[src/common/graph_pkg.sv]
package graph_pkg;

    typedef logic [14:0] node_str_t;   // Three 5-bit letter codes, first letter in the low bits
    typedef logic [9:0]  node_idx_t;
    typedef logic [11:0] edge_addr_t;
    typedef logic [12:0] edge_cnt_t;   // One bit wider than the address so a full store fits
    typedef logic [47:0] path_cnt_t;
    typedef logic [7:0]  apb_addr_t;
    typedef logic [31:0] apb_data_t;

    localparam int MAX_NODES = 1024;
    localparam int MAX_EDGES = 4096;

    localparam node_str_t START_NODE_STR = {5'd20, 5'd14, 5'd24};  // "you"
    localparam node_str_t END_NODE_STR   = {5'd19, 5'd20, 5'd14};  // "out"

    localparam logic [7:0] CHAR_A     = 8'h61;
    localparam logic [7:0] CHAR_COLON = 8'h3a;
    localparam logic [7:0] CHAR_SPACE = 8'h20;
    localparam logic [7:0] CHAR_NL    = 8'h0a;

    localparam apb_addr_t REG_CTRL     = 8'h00;
    localparam apb_addr_t REG_DATA     = 8'h04;
    localparam apb_addr_t REG_STATUS   = 8'h08;
    localparam apb_addr_t REG_NODES    = 8'h0c;
    localparam apb_addr_t REG_EDGES    = 8'h10;
    localparam apb_addr_t REG_PATHS_LO = 8'h14;
    localparam apb_addr_t REG_PATHS_HI = 8'h18;

    typedef enum logic [1:0] {
        LOADING,
        DRAINING,
        COUNTING,
        DONE
    } ctrl_state_t;

    typedef enum logic [2:0] {
        IDLE,
        CLEAR,
        RD_EDGE,
        RD_SRC,
        ACCUM,
        PASS_END
    } count_state_t;

endpackage

[src/hdl/line_decoder.sv]
module line_decoder (
    input  logic                  clk,
    input  logic                  rst,
    input  logic                  char_valid,
    input  logic [7:0]            char_data,
    input  logic                  input_end,
    output logic                  decoding_done_str,
    output logic                  src_node_str_valid,
    output logic                  edge_str_valid,
    output graph_pkg::node_str_t  src_node_str,
    output graph_pkg::node_str_t  dst_node_str
);

    graph_pkg::node_str_t token;
    logic [2:0] letter_cnt;  // 4 marks an overlong token
    logic after_colon;
    logic is_letter;
    logic is_colon;
    logic is_sep;
    logic token_ok;

    assign is_letter = (char_data >= graph_pkg::CHAR_A) && (char_data < graph_pkg::CHAR_A + 8'd26);
    assign is_colon  = char_data == graph_pkg::CHAR_COLON;
    assign is_sep    = (char_data == graph_pkg::CHAR_SPACE) || (char_data == graph_pkg::CHAR_NL);
    assign token_ok  = letter_cnt == 3'd3;

    always_ff @(posedge clk) begin
        if (rst) begin
            letter_cnt         <= '0;
            after_colon        <= 1'b0;
            src_node_str_valid <= 1'b0;
            edge_str_valid     <= 1'b0;
            decoding_done_str  <= 1'b0;
        end else begin
            src_node_str_valid <= char_valid && is_colon && token_ok;
            edge_str_valid     <= char_valid && is_sep && after_colon && token_ok;
            decoding_done_str  <= input_end;
            if (char_valid) begin
                if (is_letter) begin
                    letter_cnt <= (letter_cnt < 3'd3) ? letter_cnt + 3'd1 : 3'd4;
                end else if (is_colon) begin
                    letter_cnt  <= '0;
                    after_colon <= token_ok;  // A bad source name drops the whole line
                end else if (is_sep) begin
                    letter_cnt <= '0;
                    if (char_data == graph_pkg::CHAR_NL)
                        after_colon <= 1'b0;
                end
            end
        end
    end

    // New letters enter at the top, so the first one ends up lowest
    always_ff @(posedge clk) begin
        if (char_valid && is_letter)
            token <= {5'(char_data - graph_pkg::CHAR_A), token[14:5]};
        if (char_valid && is_colon && token_ok)
            src_node_str <= token;
        if (char_valid && is_sep && after_colon && token_ok)
            dst_node_str <= token;
    end

endmodule

[config.mk]
export PLATFORM = sky130hd
export DESIGN_NAME = line_decoder
export DESIGN_NICKNAME = d
export VERILOG_FILES = /design/src/common/graph_pkg.sv /design/src/hdl/line_decoder.sv
export SDC_FILE = /design/constraint.sdc
export NUM_CORES = 1
export LEC_CHECK = 0
export BUFFER_PORTS_ARGS = -buffer_cell sky130_fd_sc_hd__buf_2
export CAP_MARGIN = 10
export CORE_ASPECT_RATIO = 0.9
export CORE_UTILIZATION = 51
export CTS_CLUSTER_DIAMETER = 120
export DETAILED_ROUTE_END_ITERATION = 7
export PLACE_DENSITY_LB_ADDON = 0.15
export SLEW_MARGIN = 20
export SYNTH_ARGS = -nofsm -noshare
export SYNTH_HDL_FRONTEND = slang
export SYNTH_SLANG_ARGS = --single-unit
export TNS_END_PERCENT = 100
[constraint.sdc]
create_clock -name clk -period 3.6 [get_ports clk]
set_input_delay 0.18 -clock clk [delete_from_list [all_inputs] [get_ports clk]]
set_output_delay 0.18 -clock clk [all_outputs]
set_load 0.01 [all_outputs]
==> After elaboration in Yosys (flattened, before gate mapping) <==
Cells that the tools add are included.
{ "op_classes": {"bitwise": 1, "muxes": 7, "addsub": 2, "order_cmp": 3, "eq_ne": 4, "n_reduce_logical": 13} }
{ "ops": {"columns": ["cell", "count"], "rows": [
  ["equality test 8 x 6 -> 1 bit (second input constant)", 2],
  ["2-to-1 mux 3 bit", 4],
  ["equality test 8 x 4 -> 1 bit (second input constant)", 1],
  [">= comparator 8 x 7 -> 1 bit (second input constant)", 1],
  ["< comparator 8 x 7 -> 1 bit (second input constant)", 1],
  ["logical AND 1 bit", 7],
  ["subtractor 5 x 1 -> 5 bit (second input constant)", 1],
  ["AND reduction 4 bit", 1],
  ["nonzero test 2 bit", 2],
  ["adder 3 x 1 -> 3 bit (second input constant)", 1],
  ["equality test 3 x 2 -> 1 bit (second input constant)", 1],
  ["< comparator 3 x 2 -> 1 bit (second input constant)", 1],
  ["2-to-1 mux 1 bit", 3],
  ["nonzero test 3 bit", 1],
  ["AND reduction 2 bit", 1],
  ["logical OR 1 bit", 1],
  ["inverter 1 bit", 1]
]} }
{ "word_totals": {"in_bits": 12, "output_inout_bits": 33, "elab_cells": 38, "reg_bits": 52} }

==> Longest topological paths before layout <==
{ "depth": {"ltp_word": 5, "ltp_mapped": 6} }

==> Least setup slack after synthesis <==
OpenSTA, ideal clock, no wires.
{ "synth_path": {"path_kind": "in2reg", "startpoint": "in char_data[0]", "endpoint": "reg dst_node_str[0] (enable)", "path_stages": 5, "n_path_buf": 0, "slack_ns": 1.062, "t_required_ns": 3.215, "setup_ns": 0.385, "t_arrival_ns": 2.153, "cell_sequence": "inv_1 > ha_1 > or3b_4 > or4b_4 > a2111oi_4"} }
{ "synth_via": {"elab_chain_cells": 5} }
{ "synth_rtl": {"columns": ["item", "line", "text"], "rows": [
  ["start: declaration", "line_decoder.sv:5", "input logic [7:0] char_data,"],
  ["equality test 8 x 6 -> 1 bit or equality test 8 x 4 -> 1 bit (tied branches)", "line_decoder.sv:24", "assign is_sep = (char_data == graph_pkg::CHAR_SPACE) || (char_data == graph_pkg::CHAR_NL);"],
  ["logical OR 1 bit (*)", "line_decoder.sv:24", null],
  ["logical AND 1 bit (*) (3 in series)", "line_decoder.sv:59", "if (char_valid && is_sep && after_colon && token_ok)"],
  ["end signal: assignment", "line_decoder.sv:60", "dst_node_str <= token;"],
  ["end: declaration", "line_decoder.sv:11", "output graph_pkg::node_str_t dst_node_str"]
]} }
Every way passes the cells marked *; elsewhere a longest branch is shown, timed or not.
A chain may end at the register's enable or synchronous reset.

==> Final worst setup path <==
{ "layout_path": {"startpoint": "in char_data[0]", "endpoint": "reg dst_node_str[2] (enable)"} }
The elaborated chain is that of the path after synthesis.

==> out/metrics.yaml <==
whs_endpoint: "decoding_done_str"
fin_area_sq_um: 2340
drv_cap: 0
nFillCells: 230
synth_top_area_share_pct: 70.9
min_period_ps: 2230
clk-insertion-delay-late_ps: 300
dpl.hpwl_mm: 2.05
start_util_pct: 54.8
yosysTopAreaCell: "edfxtp_1"
synth_edf_count: 45
synth_cell_types: 33
port_buffers: 44
htreeDepth: 2
critPathTopFamily: "simple AND/OR/NAND/NOR gates"
clkTransAtPathRegs_ps: 80
fp.dieW_microns: 66.5
place.gp.congestion: 0.706
hold_path_class: "in2reg"
die_h_microns: 60.0
grt_max_degree: 17
grt_use_total_pct: 16.4
grt_pass1_vias: 979
die-area_sq_um: 3990
reg2reg_from: "letter_cnt[0]"
arrival_ps: 2220
hold_viol: 0
drc_errors: 0
required_ps: 3590
final_antenna_net_count: 0
cts_buffer_depth: 2
synth.area.top_cells: "edfxtp_1, dfxtp_1, ha_1"
finClkSkew_ps: 8.89
cts_resized: 0
worst_pin_slew_ps: 678
cts-root-buf: "clkbuf_8"
first_pass_iters: 4
drt_iter0_markers: 64
setup_viol: 0
endpoint_kind: "register"
power_density_nw_per_um2: 518
hold_buffers: 0
cp_max_fo: 16
drt-total-wl_mm: 2.91
antenna_found_initial: 0
syn_inst: 107
max_slew_margin_pct: 54.8
min_period_over_period_pct: 62.0
yosysWarnings: 0
num_io_pins: 45
multi_input_area_sq_um: 385
ys_ff_latch: 52
ff2ff_path_depth: 5
grt_pass1_wl_mm: 4.51
slowest_delay_ps: 540
status: "complete, no violations"
drv_slew: 0
avgSynthCellArea_sq_um: 17.8
crit_chain: "buf_2, inv_1, ha_1, or3b_4, or4b_4, a2111oi_4, buf_4"
drive_above_1_share_pct: 37.3
rr_endpoint: "src_node_str[11]"
row_count: 20
core_region_area_sq_um: 3480
slowest_stage: "or4b_4"
crit_type: "in2reg"
cp.buffers_inverters: 3
wl_per_cell_microns: 14.4
cts_buffers: 5
antennaDiodeCount: 0
syn_nets: 125
max_freq_mhz: 448
r2r_setup_slack_ps: 1570
yosysSeqAreaShare_pct: 78.2
whs_ps: 85.6
cp-start-kind: "input pin"
fin_setup_tns_ps: 0
grt.overflow.total: 0
final-seq-area_sq_um: 1490
vias: 1063
power_w: 0.00121
min-delay-start: "input_end"
nNetsFinal: 175
leakagePower_nw: 0.891
rsz0062_at_grt: "false"
viasPerCell: 5.26
syn-cell-area_sq_um: 1910
cts_tree: "done"
synth_async_sr_flop_share_pct: 0
min_path_cells: 2
synthFlopType: "edfxtp_1"
cts_sinks: 52
place_area_sq_um: 2180
post_cts_buffers: 0
vdd_drop_max_uv: 221
area_growth_syn_to_layout_pct: 22.8
-- registers in the layout (all words and copies together) (netlist names) --
signal              count
after_colon             1
decoding_done_str       1
dst_node_str           15
edge_str_valid          1
letter_cnt              3
src_node_str           15
src_node_str_valid      1
token                  15
-- worst max path at each step --
stage / endpoint / cells after the start / startpoint
after floorplan: dst_node_str[0] / 5 / char_data[0]
after global placement: dst_node_str[0] / 7 / char_data[0]
after detailed placement: dst_node_str[4] / 7 / char_data[0]
after CTS: dst_node_str[6] / 7 / char_data[0]
after global routing: dst_node_str[13] / 7 / char_data[0]
final: dst_node_str[2] / 7 / char_data[0]
-- layout by cell type, fill, tap and decap left out, drive strengths merged --
cell type / instances
and4bb: 1
a311oi: 2
and3b: 1
or4b: 1
buf: 45
a2111oi: 1
ha: 6
nand3: 2
nand4: 1
nor2b: 1
edfxtp: 45
and2b: 1
nand4b: 1
o311a: 1
nor4bb: 1
o21ai: 1
or3b: 1
and2: 1
xnor2: 2
clkbuf: 5
a31oi: 2
nor3: 2
and4: 1
nor2: 2
o211ai: 1
dfxtp: 7
inv: 6
bufinv: 3
nand2: 5
o311ai: 1
xor2: 2
a41oi: 1
a21oi: 3
o31ai: 1
or3: 1
-- logic make-up after synthesis --
kind of cell / count (synthesis) / share of synthesized area, %
buffers and inverters: 8 / 1.57
and+or+nand+nor: 23 / 8.14
adders and majority gates: 6 / 3.94
AOI/OAI and AO/OA: 14 / 6.30
DFF: 52 / 78.2
xor gates and xnor gates: 4 / 1.84
-- power by group --
group / switching (W) / leakage, nW / internal (W)
Combinational: 0.0000198 / 0.351 / 0.0000136
Sequential: 0.00000195 / 0.462 / 0.000651
Clock: 0.000179 / 0.0784 / 0.000347
Total: 0.000200 / 0.891 / 0.00101
-- routing by layer --
layer	global-route usage (%)	routed length, microns	up-vias
met5	0	0	-
met4	10.6	50	0
met3	4.77	151	5
met2	26.5	1490	39
met1	19.2	1220	507
li1	-	-	512
-- cells in the mapped netlist, drive strengths merged (2+ instances only) --
cell / number
inv: 6
nor3: 2
nand2: 5
ha: 6
dfxtp: 7
a311oi: 2
a31oi: 2
edfxtp: 45
a21oi: 3
xor2: 2
clkbuf: 2
xnor2: 2
nor2: 2
nand3: 2
-- cell type report --
class,instances,share of cell area (%)
flip-flops and latches,52,63.7
multi-input cells,47,16.5
repair buffers,45,9.73
clock inverters,3,3.85
clock buffers,5,2.94
well taps,44,2.35
inverters,6,0.962
-- through the flow --
stage,utilization [%],setup WS (ps),std cells
2_1_floorplan,-,1060,107
3_3_place_gp,62.7,1120,194
3_5_place_dp,62.7,1080,194
4_1_cts,67.3,1370,202
5_1_grt,67.3,1300,202
6_report,67.3,1370,202
Power figures use the tool's default switching activity.
