===== src/common/graph_pkg.sv =====
package graph_pkg;

    typedef logic [14:0] node_str_t;   // Three 5-bit letter codes, first letter in the low bits
    typedef logic [9:0]  node_idx_t;
    typedef logic [11:0] edge_addr_t;
    typedef logic [12:0] edge_cnt_t;   // One bit wider than the address so a full store fits
    typedef logic [47:0] path_cnt_t;
    typedef logic [7:0]  apb_addr_t;
    typedef logic [31:0] apb_data_t;

    localparam int MAX_NODES = 1024;
    localparam int MAX_EDGES = 4096;

    localparam node_str_t START_NODE_STR = {5'd20, 5'd14, 5'd24};  // "you"
    localparam node_str_t END_NODE_STR   = {5'd19, 5'd20, 5'd14};  // "out"

    localparam logic [7:0] CHAR_A     = 8'h61;
    localparam logic [7:0] CHAR_COLON = 8'h3a;
    localparam logic [7:0] CHAR_SPACE = 8'h20;
    localparam logic [7:0] CHAR_NL    = 8'h0a;

    localparam apb_addr_t REG_CTRL     = 8'h00;
    localparam apb_addr_t REG_DATA     = 8'h04;
    localparam apb_addr_t REG_STATUS   = 8'h08;
    localparam apb_addr_t REG_NODES    = 8'h0c;
    localparam apb_addr_t REG_EDGES    = 8'h10;
    localparam apb_addr_t REG_PATHS_LO = 8'h14;
    localparam apb_addr_t REG_PATHS_HI = 8'h18;

    typedef enum logic [1:0] {
        LOADING,
        DRAINING,
        COUNTING,
        DONE
    } ctrl_state_t;

    typedef enum logic [2:0] {
        IDLE,
        CLEAR,
        RD_EDGE,
        RD_SRC,
        ACCUM,
        PASS_END
    } count_state_t;

endpackage


===== src/hdl/apb_ctrl.sv =====
module apb_ctrl (
    input  logic                  clk,
    input  logic                  rst,
    input  logic                  psel,
    input  logic                  penable,
    input  logic                  pwrite,
    input  graph_pkg::apb_addr_t  paddr,
    input  graph_pkg::apb_data_t  pwdata,
    input  logic                  decoding_done_idx,
    input  graph_pkg::node_idx_t  node_idx_cnt,
    input  graph_pkg::edge_cnt_t  edge_cnt,
    input  logic                  start_end_nodes_valid,
    input  logic                  count_done,
    input  graph_pkg::path_cnt_t  path_total,
    output graph_pkg::apb_data_t  prdata,
    output logic                  pready,
    output logic                  pslverr,
    output logic                  char_valid,
    output logic [7:0]            char_data,
    output logic                  input_end,
    output logic                  count_start
);

    graph_pkg::ctrl_state_t state;
    logic access;
    logic wr_data;
    logic wr_ctrl;
    logic mapped;
    logic busy;

    assign access  = psel && penable;
    assign wr_data = access && pwrite && (paddr == graph_pkg::REG_DATA);
    assign wr_ctrl = access && pwrite && (paddr == graph_pkg::REG_CTRL) && pwdata[0];

    // Characters go straight to the decoder in the access cycle
    assign char_valid = wr_data && (state == graph_pkg::LOADING);
    assign char_data  = pwdata[7:0];
    assign input_end  = wr_ctrl && (state == graph_pkg::LOADING);

    assign busy    = (state == graph_pkg::DRAINING) || (state == graph_pkg::COUNTING);
    assign pready  = 1'b1;
    assign pslverr = access && (!mapped || (wr_data && state != graph_pkg::LOADING));

    always_comb begin
        mapped = 1'b1;
        prdata = '0;
        case (paddr)
            graph_pkg::REG_CTRL,
            graph_pkg::REG_DATA:     prdata = '0;  // Write-only
            graph_pkg::REG_STATUS:   prdata = {29'd0, start_end_nodes_valid,
                                               state == graph_pkg::DONE, busy};
            graph_pkg::REG_NODES:    prdata = 32'(node_idx_cnt);
            graph_pkg::REG_EDGES:    prdata = 32'(edge_cnt);
            graph_pkg::REG_PATHS_LO: prdata = path_total[31:0];
            graph_pkg::REG_PATHS_HI: prdata = 32'(path_total[47:32]);
            default:                 mapped = 1'b0;
        endcase
    end

    always_ff @(posedge clk) begin
        if (rst) begin
            state       <= graph_pkg::LOADING;
            count_start <= 1'b0;
        end else begin
            count_start <= 1'b0;
            case (state)
                graph_pkg::LOADING: begin
                    if (input_end)
                        state <= graph_pkg::DRAINING;
                end
                graph_pkg::DRAINING: begin
                    // The mapper has flushed its last edge once this arrives
                    if (decoding_done_idx) begin
                        state       <= graph_pkg::COUNTING;
                        count_start <= 1'b1;
                    end
                end
                graph_pkg::COUNTING: begin
                    if (count_done)
                        state <= graph_pkg::DONE;
                end
                default: state <= graph_pkg::DONE;
            endcase
        end
    end

    // The counter only answers a start that left the draining phase
    count_done_while_counting: assert property (
        @(posedge clk) disable iff (rst)
        count_done |-> state == graph_pkg::COUNTING
    ) else $error("count_done arrived outside the counting phase");

endmodule


===== config.mk =====
export PLATFORM = sky130hd
export DESIGN_NAME = apb_ctrl
export DESIGN_NICKNAME = d
export VERILOG_FILES = /design/src/common/graph_pkg.sv /design/src/hdl/apb_ctrl.sv
export SDC_FILE = /design/constraint.sdc
export NUM_CORES = 1
export LEC_CHECK = 0
export BUFFER_PORTS_ARGS = -buffer_cell sky130_fd_sc_hd__buf_2
export CAP_MARGIN = 25
export CORE_MARGIN = 2
export CORE_UTILIZATION = 25
export CTS_BUF_LIST = sky130_fd_sc_hd__clkbuf_8 sky130_fd_sc_hd__clkbuf_16
export DETAILED_ROUTE_END_ITERATION = 6
export GPL_ROUTABILITY_DRIVEN = 0
export PLACE_DENSITY = 0.82
export SLEW_MARGIN = 30
export SYNTH_ARGS = -nofsm -noshare
export SYNTH_HDL_FRONTEND = slang
export SYNTH_SLANG_ARGS = --single-unit

===== constraint.sdc =====
create_clock -name clk -period 2.85 [get_ports clk]
set_clock_uncertainty 0.2 [all_clocks]
set_input_delay 0.1425 -clock clk [delete_from_list [all_inputs] [get_ports clk]]
set_output_delay 0.1425 -clock clk [all_outputs]
set_load 0.1 [all_outputs]

After elaboration in Yosys (flattened, before gate mapping) --
Cells that the tools add are included.
Storage, ports and cells: register bits 3, bits of input ports 119
Cells by class: eq/ne operators 12, multiplexer cells 7, bitwise logic cells 1, reductions and logical operators 18
Operators by type and width (count):
- $pmux W32 S5 | 1
- $eq A8 B5 Y1 const B | 3
- $eq A8 B4 Y1 const B | 2
- $logic_and A1 B1 Y1 | 9
- $eq A8 B3 Y1 const B | 1
- $logic_not A8 Y1 | 1
- $reduce_or A7 Y1 | 1
- $mux W2 | 3
- $ne A2 B2 Y1 const B | 3
- $pmux W2 S3 | 1
- $eq A2 B2 Y1 const B | 2
- $reduce_and A3 Y1 | 1
- $eq A2 B1 Y1 const B | 1
- $logic_not A2 Y1 | 1
- $logic_or A1 B1 Y1 | 2
- $mux W1 | 2
- $reduce_bool A2 Y1 | 1
- $reduce_or A2 Y1 | 1
- $logic_not A1 Y1 | 1
- $not A1 Y1 | 1

Depth between registers and ports, before layout --
depth after elaboration 7, mapped depth 5

Worst setup path before layout --
OpenSTA, ideal clock, no wires.
path type input-to-output, start input paddr[5], end output input_end, data arrival time 3.840 ns, required time 2.508 ns, path slack -1.333 ns, cell stages on the path 3, path buffers 0, path through or3_1 or2_2 nor4_1
On the way: cells in the longest elaborated chain, start to end 4
Ends and longest elaborated chain:
- start, declared | line apb_ctrl.sv:7 | input graph_pkg::apb_addr_t paddr,
- $logic_not A8 Y1 | line apb_ctrl.sv:33 | assign wr_ctrl = access && pwrite && (paddr == graph_pkg::REG_CTRL) && pwdata[0];
- $logic_and A1 B1 Y1 (2 in a row) | line apb_ctrl.sv:33
- $logic_and A1 B1 Y1 | line apb_ctrl.sv:38 | assign input_end = wr_ctrl && (state == graph_pkg::LOADING);
- end, declared | line apb_ctrl.sv:20 | output logic input_end,
Every way passes these cells.

Worst setup path after layout --
start input paddr[5], end output pslverr
On the way: cells in the longest elaborated chain, start to end 6
Ends and longest elaborated chain:
- $eq A8 B3 Y1 (tied with other cells) | line apb_ctrl.sv:32, apb_ctrl.sv:47
- $reduce_or A7 Y1 (no line)
- $mux W1 | line apb_ctrl.sv:47 | case (paddr)
- $logic_not A1 Y1 | line apb_ctrl.sv:42 | assign pslverr = access && (!mapped || (wr_data && state != graph_pkg::LOADING));
- $logic_or A1 B1 Y1 * | line apb_ctrl.sv:42
- $logic_and A1 B1 Y1 * | line apb_ctrl.sv:42
- end, declared | line apb_ctrl.sv:17 | output logic pslverr,
Mark *: on every way between the ends. The rest lies on a longest branch, timed or not.

==> results.cfg <==
[clocking]
clk_latency_ns = 0.22
cts_tree = done
root_buffer = clkbuf_8
htree_levels = 1
ctsHoldBuffers = 2
cts_inserted_buffers = 3
clock_tree.buffer_depth = 2
ctsResizeCount = 0
post_cts_buffers = 0
clock_sinks = 3

[grt]
grt_pass1_wl_um = 5940
first_global_vias = 1293
grt_overflow_total = 0
track_usage_pct = 17.9
grt_antenna_before_repair = 0
grt_max_degree = 23

[pwr]
p_per_area_nw_per_um2 = 267
switchingPower_uw = 201
power_frac_comb_pct = 57.8
vdd_ir_drop_max_uv = 157
leakagePower_nw = 1.01
clockPowerShare_pct = 26.6
p_sw_share_pct = 42.9
p_int_uw = 268
p_total_uw = 469
seqPwrFrac_pct = 15.6

[worst_setup_path]
cp-start-kind = primary input
required_ns = 2.51
path_class = in -> out
worstSetupEndpointType = output port
arrival_ns = 2.03
worstPathCellList = buf_2, or3_1, or2_2, o311ai_1, and3_1, buf_2
cp_slowest_cell = or3_1
cpMostUsedCell = buf_2
cpPeakStageDelay_ns = 0.51
startpoint = paddr[5]
worstReg2RegStart = state[1]$_SDFFE_PP0P_
crit_path_max_fanout = 4

[synth]
synth.most_common_cell = and3_1
synthSimpleGateAreaFrac_pct = 33.8
synth_top_area_share_pct = 11.6
synth_top_family_by_area = simple AND/OR/NAND/NOR gates
synth_area_um2 = 917
ys_top_cells_by_area = and3_1, a22oi_1, mux2i_1
yosys.area.top_type = and3_1
ys_seq_area_share_pct = 6.55
synthMuxAreaShare_pct = 8.73
syn_avg_cell_area_um2 = 7.34
synthAdderAreaFrac_pct = 5.46
synth_nets = 248
synth_common_cells = and3_1, a22oi_1, o21ai_0
synth_cell_types = 35
synth_compound_area_share_pct = 31.4
ys_async_sr_fraction_pct = 0
ys_ff_latch = 3
synth_xor_area_share_pct = 0
yosys_warnings = 0
netlist_instances = 125
ys.flop_type = dfxtp_1
synth-edff-count = 0

[timing]
fmax_mhz = 421
fin_ws_ns = 0.476
rsz0062_at_grt = false
slew_violations = 0
finalHoldViolCount = 0
hold_slack_ns = 0.0850
min_period_ns = 2.37
setup_viol = 0
period_share_pct = 83.3

[route]
antenna_left = 0
drt_drc_violations_left = 0
first_pass_iters = 7
drt-total-wl_um = 4010
vias = 1468
drt_iter0_drc = 65
viasPerCell = 5.03
avgRoutedWirePerCell_um = 13.7

[die]
die_h_um = 64.6
fp.coreArea_um2 = 3610
die-area_um2 = 4170
initial_core_util_pct = 25.4
row_count = 22
die_w_um = 64.6
io_pins = 164

[placed_design]
hpwl_um = 3350
dpl.cell_count = 286
port_buffers = 124
pre_cts_ws_ns = 0.473

[cells_and_area]
final_util_pct = 48.7
fin_cells = 292
layout-drive-gt1-share_pct = 57.4
nNetsFinal = 368
diodes = 0
nFillCells = 344
synthToLayoutAreaGrowth_pct = 91.5

[run_status]
status = complete, no violations

[min_path]
min-delay-start = pwdata[4]
hold_class = in -> out

[flow_run]
cap_violations = 0
worst max-delay path, delay by kind of cell:
kind | cells | cell delay [ns]
AND/OR/NAND/NOR | 3 | 1.09
buffers and inverters | 2 | 0.54
AO/OA/AOI/OAI | 1 | 0.27
state kept, by name, indices dropped and copies added, names as in the netlist:
signal / flops
state: 2
count_start: 1
metal layers:
metal	global-route usage, %	vias up	routed length, µm
met3	0.868	5	362
li1	-	717	-
met5	0	-	0
met2	29.7	91	1970
met4	6.12	0	43
met1	24.8	655	1630
cell families after synthesis:
| group | after synthesis |
|---|---|
| AND/OR/NAND/NOR | 49 |
| buffers and inverters | 23 |
| flip-flops | 3 |
| multiplexers | 8 |
| other | 1 |
| adder cells (fa/ha/maj) | 4 |
| AO/OA/AOI/OAI | 37 |
power by group through the flow:
stage	Combinational, mW	Sequential (mW)	Clock (mW)
floorplan	0.206	0.0803	0
global placement	0.260	0.0723	0
detailed placement	0.265	0.0733	0
CTS	0.271	0.0726	0.127
global route	0.298	0.0751	0.127
finish	0.271	0.0731	0.125
cells in the final DEF (no fill, tap or decap), types with 2 or more instances in the layout:
cell	instances
o21ai_0	7
dlygate4sd3_1	2
nand3b_1	2
ha_1	4
nand2_1	4
nor2_1	6
o21ai_1	3
buf_2	115
dfxtp_1	3
mux2i_1	8
a22oi_1	11
inv_1	9
or4b_1	2
a22o_1	3
clkbuf_8	3
buf_12	9
nor4b_2	2
buf_4	4
and3_1	17
a221o_1	3
a222oi_1	3
nand3_1	5
a21oi_1	2
cell type report:
class	instances	area (µm²)	area share, %
clock buffers	3	41.3	2.35
clock inverters	1	3.75	0.214
inverters	8	30.0	1.71
multi-input cells	99	756	43.0
flip-flops and latches	3	60.1	3.42
well taps	48	60.1	3.42
repair buffers	130	806	45.9
per-stage QoR:
stage	cell area [µm²]	setup TNS, ns
4_1_cts	1760	0
3_3_place_gp	1690	0
6_report	1760	0
2_1_floorplan	928	-3.15
3_5_place_dp	1690	0
5_1_grt	1760	0
final timing paths:
check        slack [ns]                    end  depth (start not counted)
max                0.48                pslverr                          6
min                0.09           char_data[4]                          0
max reg2reg        1.17  state[0]$_SDFFE_PP0P_                          5
min reg2reg        0.36  state[1]$_SDFFE_PP0P_                          2
No activity file was read; power rests on OpenSTA's default activity.
